**src/verilog/issue_config.svh**
```systemverilog
`ifndef ISSUE_CONFIG_SVH
`define ISSUE_CONFIG_SVH

//////////////////////////////////////////////////////////////////////
// Instruction buffer sizing
//////////////////////////////////////////////////////////////////////

// Entries in the circular instruction queue
`define ISSUE_IBUF_DEPTH 32

// Head and tail pointer width, log2 of the depth
`define ISSUE_IBUF_AW 5

//////////////////////////////////////////////////////////////////////
// Register file
//////////////////////////////////////////////////////////////////////

// Architectural registers, r0 hardwired to zero
`define ISSUE_NUM_REGS 32

`endif

```
**src/verilog/isa_pkg.sv**
```systemverilog
`default_nettype none

package isa_pkg;

    //////////////////////////////////////////////////////////////////////
    // Opcodes
    //////////////////////////////////////////////////////////////////////

    // Any encoding not listed here is illegal
    typedef enum logic [5:0] {
        // Register forms
        OP_ADD  = 6'h01,
        OP_SUB  = 6'h02,
        OP_AND  = 6'h03,
        OP_OR   = 6'h04,
        OP_XOR  = 6'h05,
        // Immediate forms
        OP_ADDI = 6'h11,
        OP_ORI  = 6'h14,
        OP_LUI  = 6'h18
    } opcode_e;

    //////////////////////////////////////////////////////////////////////
    // Instruction formats
    //////////////////////////////////////////////////////////////////////

    // Register form, low 11 bits unused
    typedef struct packed {
        opcode_e     opcode;
        logic [4:0]  rd;
        logic [4:0]  rs1;
        logic [4:0]  rs2;
        logic [10:0] unused;
    } r_fmt_t;

    // Immediate form
    typedef struct packed {
        opcode_e     opcode;
        logic [4:0]  rd;
        logic [4:0]  rs1;
        logic [15:0] imm;
    } i_fmt_t;

    // One instruction word, viewed either way
    typedef union packed {
        r_fmt_t      r;
        i_fmt_t      i;
        logic [31:0] raw;
    } inst_word_u;

endpackage

`default_nettype wire

```
**src/verilog/pipe_pkg.sv**
```systemverilog
`default_nettype none

package pipe_pkg;

    //////////////////////////////////////////////////////////////////////
    // Fetch side and buffer output
    //////////////////////////////////////////////////////////////////////

    // One word as pushed by fetch
    typedef struct packed {
        logic [31:0]         pc;
        isa_pkg::inst_word_u inst;
    } fetch_slot_t;

    // One issue lane of the buffer
    typedef struct packed {
        logic                valid;
        logic [31:0]         pc;
        isa_pkg::inst_word_u inst;
    } issue_slot_t;

    //////////////////////////////////////////////////////////////////////
    // Decode and execute records
    //////////////////////////////////////////////////////////////////////

    // Decoded op, immediate already extended
    typedef struct packed {
        logic             valid;
        logic [31:0]      pc;
        isa_pkg::opcode_e op;
        logic [4:0]       rd;
        logic [4:0]       rs1;
        logic [4:0]       rs2;
        logic             use_imm;
        logic [31:0]      imm;
        logic             illegal;
    } dec_op_t;

    // Execute result, also the retire report
    typedef struct packed {
        logic        valid;
        logic [31:0] pc;
        logic [4:0]  rd;
        logic [31:0] data;
        logic        we;
        logic        illegal;
    } retire_t;

endpackage

`default_nettype wire

```
**src/verilog/inst_decoder.sv**
```systemverilog
`timescale 1ns/1ps
`default_nettype none

module inst_decoder (
    input  logic                  clk,
    input  logic                  rst_n_i,
    input  logic                  flush_i,
    input  pipe_pkg::issue_slot_t slot_i,
    output pipe_pkg::dec_op_t     op_o
);
    import isa_pkg::*;
    import pipe_pkg::*;

    dec_op_t dec;

    // rd and rs1 sit at the same bits in both formats
    always_comb begin
        dec         = '0;
        dec.valid   = slot_i.valid;
        dec.pc      = slot_i.pc;
        dec.op      = slot_i.inst.r.opcode;
        dec.rd      = slot_i.inst.r.rd;
        dec.rs1     = slot_i.inst.r.rs1;
        case (slot_i.inst.r.opcode)
            OP_ADD, OP_SUB, OP_AND, OP_OR, OP_XOR: begin
                dec.rs2 = slot_i.inst.r.rs2;
            end
            OP_ADDI: begin
                dec.use_imm = 1'b1;
                dec.imm     = {{16{slot_i.inst.i.imm[15]}}, slot_i.inst.i.imm};
            end
            OP_ORI: begin
                dec.use_imm = 1'b1;
                dec.imm     = {16'h0000, slot_i.inst.i.imm};
            end
            OP_LUI: begin
                // No source register, keeps forwarding quiet
                dec.rs1     = 5'd0;
                dec.use_imm = 1'b1;
                dec.imm     = {slot_i.inst.i.imm, 16'h0000};
            end
            default: begin
                dec.illegal = 1'b1;
            end
        endcase
    end

    always_ff @(posedge clk) begin
        op_o <= dec;
        if (!rst_n_i || flush_i) begin
            op_o.valid <= 1'b0;
        end
    end

endmodule

`default_nettype wire

```
**config.mk**
```make
export PLATFORM = sky130hd
export DESIGN_NAME = inst_decoder
export DESIGN_NICKNAME = d
export VERILOG_FILES = /design/src/verilog/issue_config.svh /design/src/verilog/isa_pkg.sv /design/src/verilog/pipe_pkg.sv /design/src/verilog/inst_decoder.sv
export SDC_FILE = /design/constraint.sdc
export NUM_CORES = 1
export LEC_CHECK = 0
export ABC_CLOCK_PERIOD_IN_PS = 2200
export BUFFER_PORTS_ARGS = -buffer_cell sky130_fd_sc_hd__buf_2
export CELL_PAD_IN_SITES_DETAIL_PLACEMENT = 0
export CELL_PAD_IN_SITES_GLOBAL_PLACEMENT = 2
export CORE_MARGIN = 4
export CORE_UTILIZATION = 25
export DETAILED_ROUTE_END_ITERATION = 8
export PLACE_DENSITY_LB_ADDON = 0.1
export SLEW_MARGIN = 20
export SYNTH_ARGS = -nofsm -noshare
export SYNTH_HDL_FRONTEND = slang
export SYNTH_SLANG_ARGS = --single-unit
```
**constraint.sdc**
```tcl
create_clock -name clk -period 2.2 [get_ports clk]
set_input_delay 0.11 -clock clk [delete_from_list [all_inputs] [get_ports clk]]
set_output_delay 0.11 -clock clk [all_outputs]
set_load 0.005 [all_outputs]
```
== After elaboration in Yosys (flattened, before gate mapping) ==
Index checks and enable logic that the tools add are counted.

* Eq/ne operators: 8
* Mux-type cells: 2
* Reduce and logical (&&, ||, !) cells: 4

{| class="wikitable"
|+ Operator list
! kind !! count
|-
| case mux 33 bit (3 select lines) || 1
|-
| == test 6 x 5 -> 1 bit, second input constant || 3
|-
| == test 6 x 2 -> 1 bit, second input constant || 2
|-
| == test 6 x 3 -> 1 bit, second input constant || 2
|-
| OR reduction 8 bit || 1
|-
| == test 6 x 1 -> 1 bit, second input constant || 1
|-
| OR reduction 5 bit || 1
|-
| zero test 1 bit || 1
|-
| logical OR 1 bit || 1
|-
| two-way mux 1 bit || 1
|}

* Flip-flop bits (word level): 88
* Bits of input ports: 68
* Output and inout port bits: 88
* Logic and storage cells: 23

== Depth between registers and ports, before layout ==
Gate-level depths: netlist of the first run.

* Depth after elaboration: 3
* Gate-level depth with buffers: 5
* Depth with buffers taken out: 3

== Worst setup path after synthesis of the first run ==
No wires, ideal clock.

* Kind: in2reg
* Start point: input port slot_i[30] in the netlist's numbering
* End point: register op_o[17] in the netlist's numbering
* Setup time: 114 ps
* Arrival: 872 ps
* Data required time: 2086 ps
* Setup slack: 1214 ps
* Cell stages on the path: 5
* Buffers on the path: 2
* Cells stage by stage: nor3b_2 and4_1 buf_2 buf_2 a21o_1

{| class="wikitable"
|+ RTL lines
! what !! RTL line !! text
|-
| start, declared || inst_decoder.sv:8 || <nowiki>input pipe_pkg::issue_slot_t slot_i,</nowiki>
|-
| end, declared || inst_decoder.sv:9 || <nowiki>output pipe_pkg::dec_op_t op_o</nowiki>
|}

==> results.ini, run 1 <==
[run]
cap_violations=0

[sta]
worstMarginPinSlew_ps=640
setup_viol=0
hold_viol=0
min_period_ps=1550
slew_viol_final=0
holdWs_ps=395
slew_headroom_pct=57.3
rsz0062_at_grt=no
period_share_pct=70.4
max_freq_ghz=0.646
tns_ps=0

[clocking]
ctsLongestPathBuffers=2
post_cts_resized=0
cts_buffers=9
cts_setup_buffers=0
path_clk_slew_ps=90
postCtsHoldBufs=66
cts_tree=built
root_buffer=clkbuf_8
h-tree-depth=3
cts.sinks=88

[floorplan]
chipHeight_um=102
die_w_um=102
io_pins=156
rows=33
start_util_pct=26.1
die_area_mm2=0.0103
core_mm2=0.00838

[layout]
syn_to_final_growth_pct=80.6
drive_gt1_share_pct=45.5
reg_top3=op_o: 88 flops
top_register=op_o
final_cell_mix=155 x buf_2, 88 x dfxtp_1, 66 x dlygate4sd3_1
diodes=0
final_common_cell=buf_2
fin_nets=445
largest_reg_flops=88

[grt]
grt_antenna_before_repair=0
grt_use_total_pct=12.6
grt_pass1_vias=2007
grt-ovfl-total=0
grt_pass1_wl_um=9780
grt_max_degree=24

[detailed_routing]
detail_route.wirelength_um=6530
routed_via_density=3.82
drc=0
first_iter_violations=28
vias=1862
wl_per_cell_um=13.4
dr.pass1.iters=4
ant_nets=0

[power_and_ir_drop]
ir_worst_vdd_mv=0.332
leakagePower_uw=0.00207
power_uw=3130
p_per_area_mw_per_mm2=792

[worst_setup_path]
required_ps=2480
crit_type=input port to flop
worstSetupStartpointType=input port
worstPathMaxFanout=18
slowest_stage=nor3b_4
crit_buf_inv=2
cp-end-kind=flop
slowest_delay_ps=590
crit_arrival_ps=1830
path_delay_family=simple AND/OR/NAND/NOR gates
critical_path.cell_chain=dlygate4sd3_1, buf_2, nor3b_2, nor3b_4, and2_1

[synth]
synth_seq_cells=88
yosys_warnings=0
synth-seq-area-share_pct=80.5
syn_area_mm2=0.00219
synth.avg_cell_area_um2=14.7
syn-num-nets=217
syn_inst=149
ys_types=19

[placement]
hpwl_um=4260
io_buffer_count=155
gp_congestion=0.627

[min_path]
hp-class=input port to flop

[status]
status=finished clean

==> metal layers <==
layer,global-route usage (%),share of wire [%]
met1,13.4,38
met2,22.7,51
met3,3.86,8.9
met4,5.83,1.7
met5,0,0
==> stage by stage <==
step           util (%)  instances  cell area (um2)  setup slack, ps
2_1_floorplan         -        149             2190             1210
4_1_cts            47.1        487             3950              637
3_5_place_dp       36.6        405             3070              815
5_1_grt            47.1        487             3950              529
6_report           47.1        487             3950              652
3_3_place_gp       36.6        405             3070              793
==> cells in the mapped netlist, drive strengths merged <==
cell / number / area share [%]
and3: 1 / 0.29
a21o: 15 / 5.1
a211o: 1 / 0.40
buf: 5 / 1.5
or2: 1 / 0.29
and2b: 1 / 0.34
o21a: 1 / 0.34
and4: 1 / 0.40
xnor2: 1 / 0.40
and4b: 1 / 0.63
nor2: 2 / 0.34
nor2b: 4 / 1.1
nand2: 1 / 0.17
and2: 21 / 6.0
nor3: 3 / 0.69
nor3b: 2 / 1.4
dfxtp: 88 / 81
==> cell type report <==
cell class	count	area, um2
Sequential cell	88	1760
Multi-Input combinational cell	56	394
Fill cell	777	4430
Timing Repair Buffer	222	1440
Clock inverter	6	92.6
Tap cell	105	131
Clock buffer	10	128
==> worst paths after layout <==
check / from / endpoint / slack, ps / depth (start not counted)
worst max-delay path: slot_i[31] / op_o[6] / 650 / 5
worst min-delay path: slot_i[63] / op_o[86] / 390 / 2
==> power breakdown <==
part           total (uW)  leakage [uW]  switching [uW]  internal (uW)
Clock                1220      0.000103             572            646
Sequential           1660      0.000728            12.4           1650
Combinational         251       0.00124            82.8            168
Total                3130       0.00207             667           2460
==> logic make-up (layout without fill, tap and decap cells) <==
logic type	count (synthesis)	in the layout	synth area share (%)
DFF	88	88	80.5
AOI/OAI and AO/OA	17	17	5.89
xor gates and xnor gates	1	1	0.400
and+or+nand+nor	38	38	11.7
buffers and inverters	5	238	1.49
Note: power is estimated with default switching activity, not from simulation.
==> inputs of run 2 (changes only) <==
- ABC_CLOCK_PERIOD_IN_PS: 2200 -> 1300
- CORE_UTILIZATION: 25 -> 21
- clock period: 2.2 -> 1.3 ns (I/O delays scaled with it)
==> results.ini, run 2 (synthesis results as in run 1) <==
[grt]
grt_pass1_wl_um=9610  ; -1.8%
grt-ovfl-total=0  ; unchanged
grt_antenna_before_repair=0  ; unchanged
grt_use_total_pct=10.7  ; -1.9 points
grt_max_degree=17  ; -29%
grt_pass1_vias=1960  ; -2.3%

[worst_setup_path]
worstPathMaxFanout=8  ; -10
crit_arrival_ps=1540  ; -290 ps
required_ps=1590  ; -890 ps
crit_type=input port to flop
worstSetupStartpointType=input port
cp-end-kind=flop

[layout]
reg_top3=op_o: 88 flops
fin_nets=451  ; +1.3%
seqCellArea_mm2=0.00176  ; unchanged
multi_input_area_um2=417  ; +5.7%
final_common_cell=buf_2
finalCoreUtilization_pct=40.0  ; -7.2 points
nFillCells=1010  ; +30%
drive_gt1_share_pct=47.2  ; +1.6 points
final_cell_mix=155 x buf_2, 88 x dfxtp_1, 66 x dlygate4sd3_1
syn_to_final_growth_pct=86.8
largest_reg_flops=88  ; unchanged
design_area_mm2=0.00409  ; +3.5%
top_register=op_o
diodes=0  ; unchanged

[floorplan]
io_pins=156  ; unchanged
start_util_pct=21.4  ; -4.7 points
die_area_mm2=0.0121  ; +17%
core_mm2=0.0102  ; +22%
die_w_um=110  ; +8.4%
rows=37  ; +12%
chipHeight_um=110  ; +8.4%

[min_path]
worstHoldPathCells=2  ; unchanged
min_from=slot_i[51]
hp-class=input port to flop
hold_path_end=op_o[74]

[status]
status=finished clean

[power_and_ir_drop]
p_per_area_mw_per_mm2=1270  ; +61%
ir_worst_vdd_mv=0.649  ; +96%
leakagePower_uw=0.00212  ; +2.4%

[placement]
io_buffer_count=155  ; unchanged
hpwl_um=4540  ; +6.5%
place_area_mm2=0.00319  ; +4.0%
gp_congestion=0.638  ; +1.8%

[detailed_routing]
drc=0  ; unchanged
ant_nets=0  ; unchanged
wl_per_cell_um=12.6  ; -6.1%
dr.pass1.iters=3  ; -1
first_iter_violations=31  ; +11%
routed_via_density=3.62  ; -5.3%
vias=1898  ; +1.9%
detail_route.wirelength_um=6590  ; +1.0%

[sta]
setup_viol=0  ; unchanged
slew_viol_final=0  ; unchanged
slew_headroom_pct=83.1  ; +26 points
max_freq_ghz=0.798
holdWs_ps=345  ; -50.0 ps
tns_ps=0  ; unchanged
period_share_pct=96.4
worstMarginPinSlew_ps=252  ; -388 ps
min_period_ps=1250
hold_viol=0  ; unchanged

[clocking]
cts_buffers=9  ; unchanged
cts_setup_buffers=0  ; unchanged
path_clk_slew_ps=90  ; about the same
ctsLongestPathBuffers=2  ; unchanged
cts_tree=built
h-tree-depth=3  ; unchanged
cts.sinks=88  ; unchanged
root_buffer=clkbuf_8

[run]
cap_violations=0  ; unchanged

==> run 2: changes by cell type in the layout (fill, tap and decap cells not counted), sizes merged <==
cell / previous run / this run
bufinv: 2 / 1
clkinvlp: 2 / 1
inv: 1 / 3
buf: 156 / 162
==> run 2: critical path, cell delays in order <==
cell and delay (ps):
dlygate4sd3_1 540, buf_2 160, nor3b_4 220, nor3b_4 250
buf_4 180, and2_1 120
==> run 2: cell type report <==
| cell class | instances | share of cell area (%) |
|---|---|---|
| Clock buffer | 10 | 3.37 |
| Tap cell | 136 | 4.16 |
| Multi-Input combinational cell | 56 | 10.2 |
| Clock inverter | 6 | 1.77 |
| Sequential cell | 88 | 43.1 |
| Timing Repair Buffer | 228 | 37.4 |
==> run 2: report_power, final <==
| group | internal [uW] | switching, uW | leakage, uW | total, uW |
|---|---|---|---|---|
| Combinational | 293 | 147 | 0.00129 | 439 |
| Clock | 965 | 996 | 0.000104 | 1960 |
| Sequential | 2790 | 20.4 | 0.000728 | 2810 |
==> run 2: per-stage QoR <==
stage	power [uW]	instances	setup WS, ps
after floorplan	2930	149	359
after global placement	3160	442	212
final	5210	524	46.9
after detailed placement	3160	442	203
after global routing	5480	524	-6.29
after CTS	5330	524	31.2
==> run 2: per-layer routing <==
layer | vias to the layer above | global-route usage [%] | part of all wire [%]
li1 | 945 | - | -
met1 | 853 | 10.9 | 38
met2 | 91 | 19.0 | 50
met3 | 9 | 4.89 | 11
met4 | 0 | 4.01 | 1.3
met5 | - | 0 | 0
==> run 2: repair_timing <==
| action | in CTS | in global routing |
|---|---|---|
| resized for setup | 0 | 5 |
| endpoints found under the hold margin | 86 | 0 |
| endpoints found under the setup margin | 0 | 35 |
| hold buffers | 66 | 0 |
==> run 2: how the worst max path moves through the flow <==
| stage | from | to | slack [ps] |
|---|---|---|---|
| detailed placement | slot_i[27] | op_o[0] | 200 |
| global placement | slot_i[31] | op_o[15] | 210 |
| global route | slot_i[28] | op_o[37] | -6 |
| CTS | slot_i[27] | op_o[27] | 30 |
| floorplan | slot_i[30] | op_o[17] | 360 |
| finish | slot_i[31] | op_o[12] | 50 |
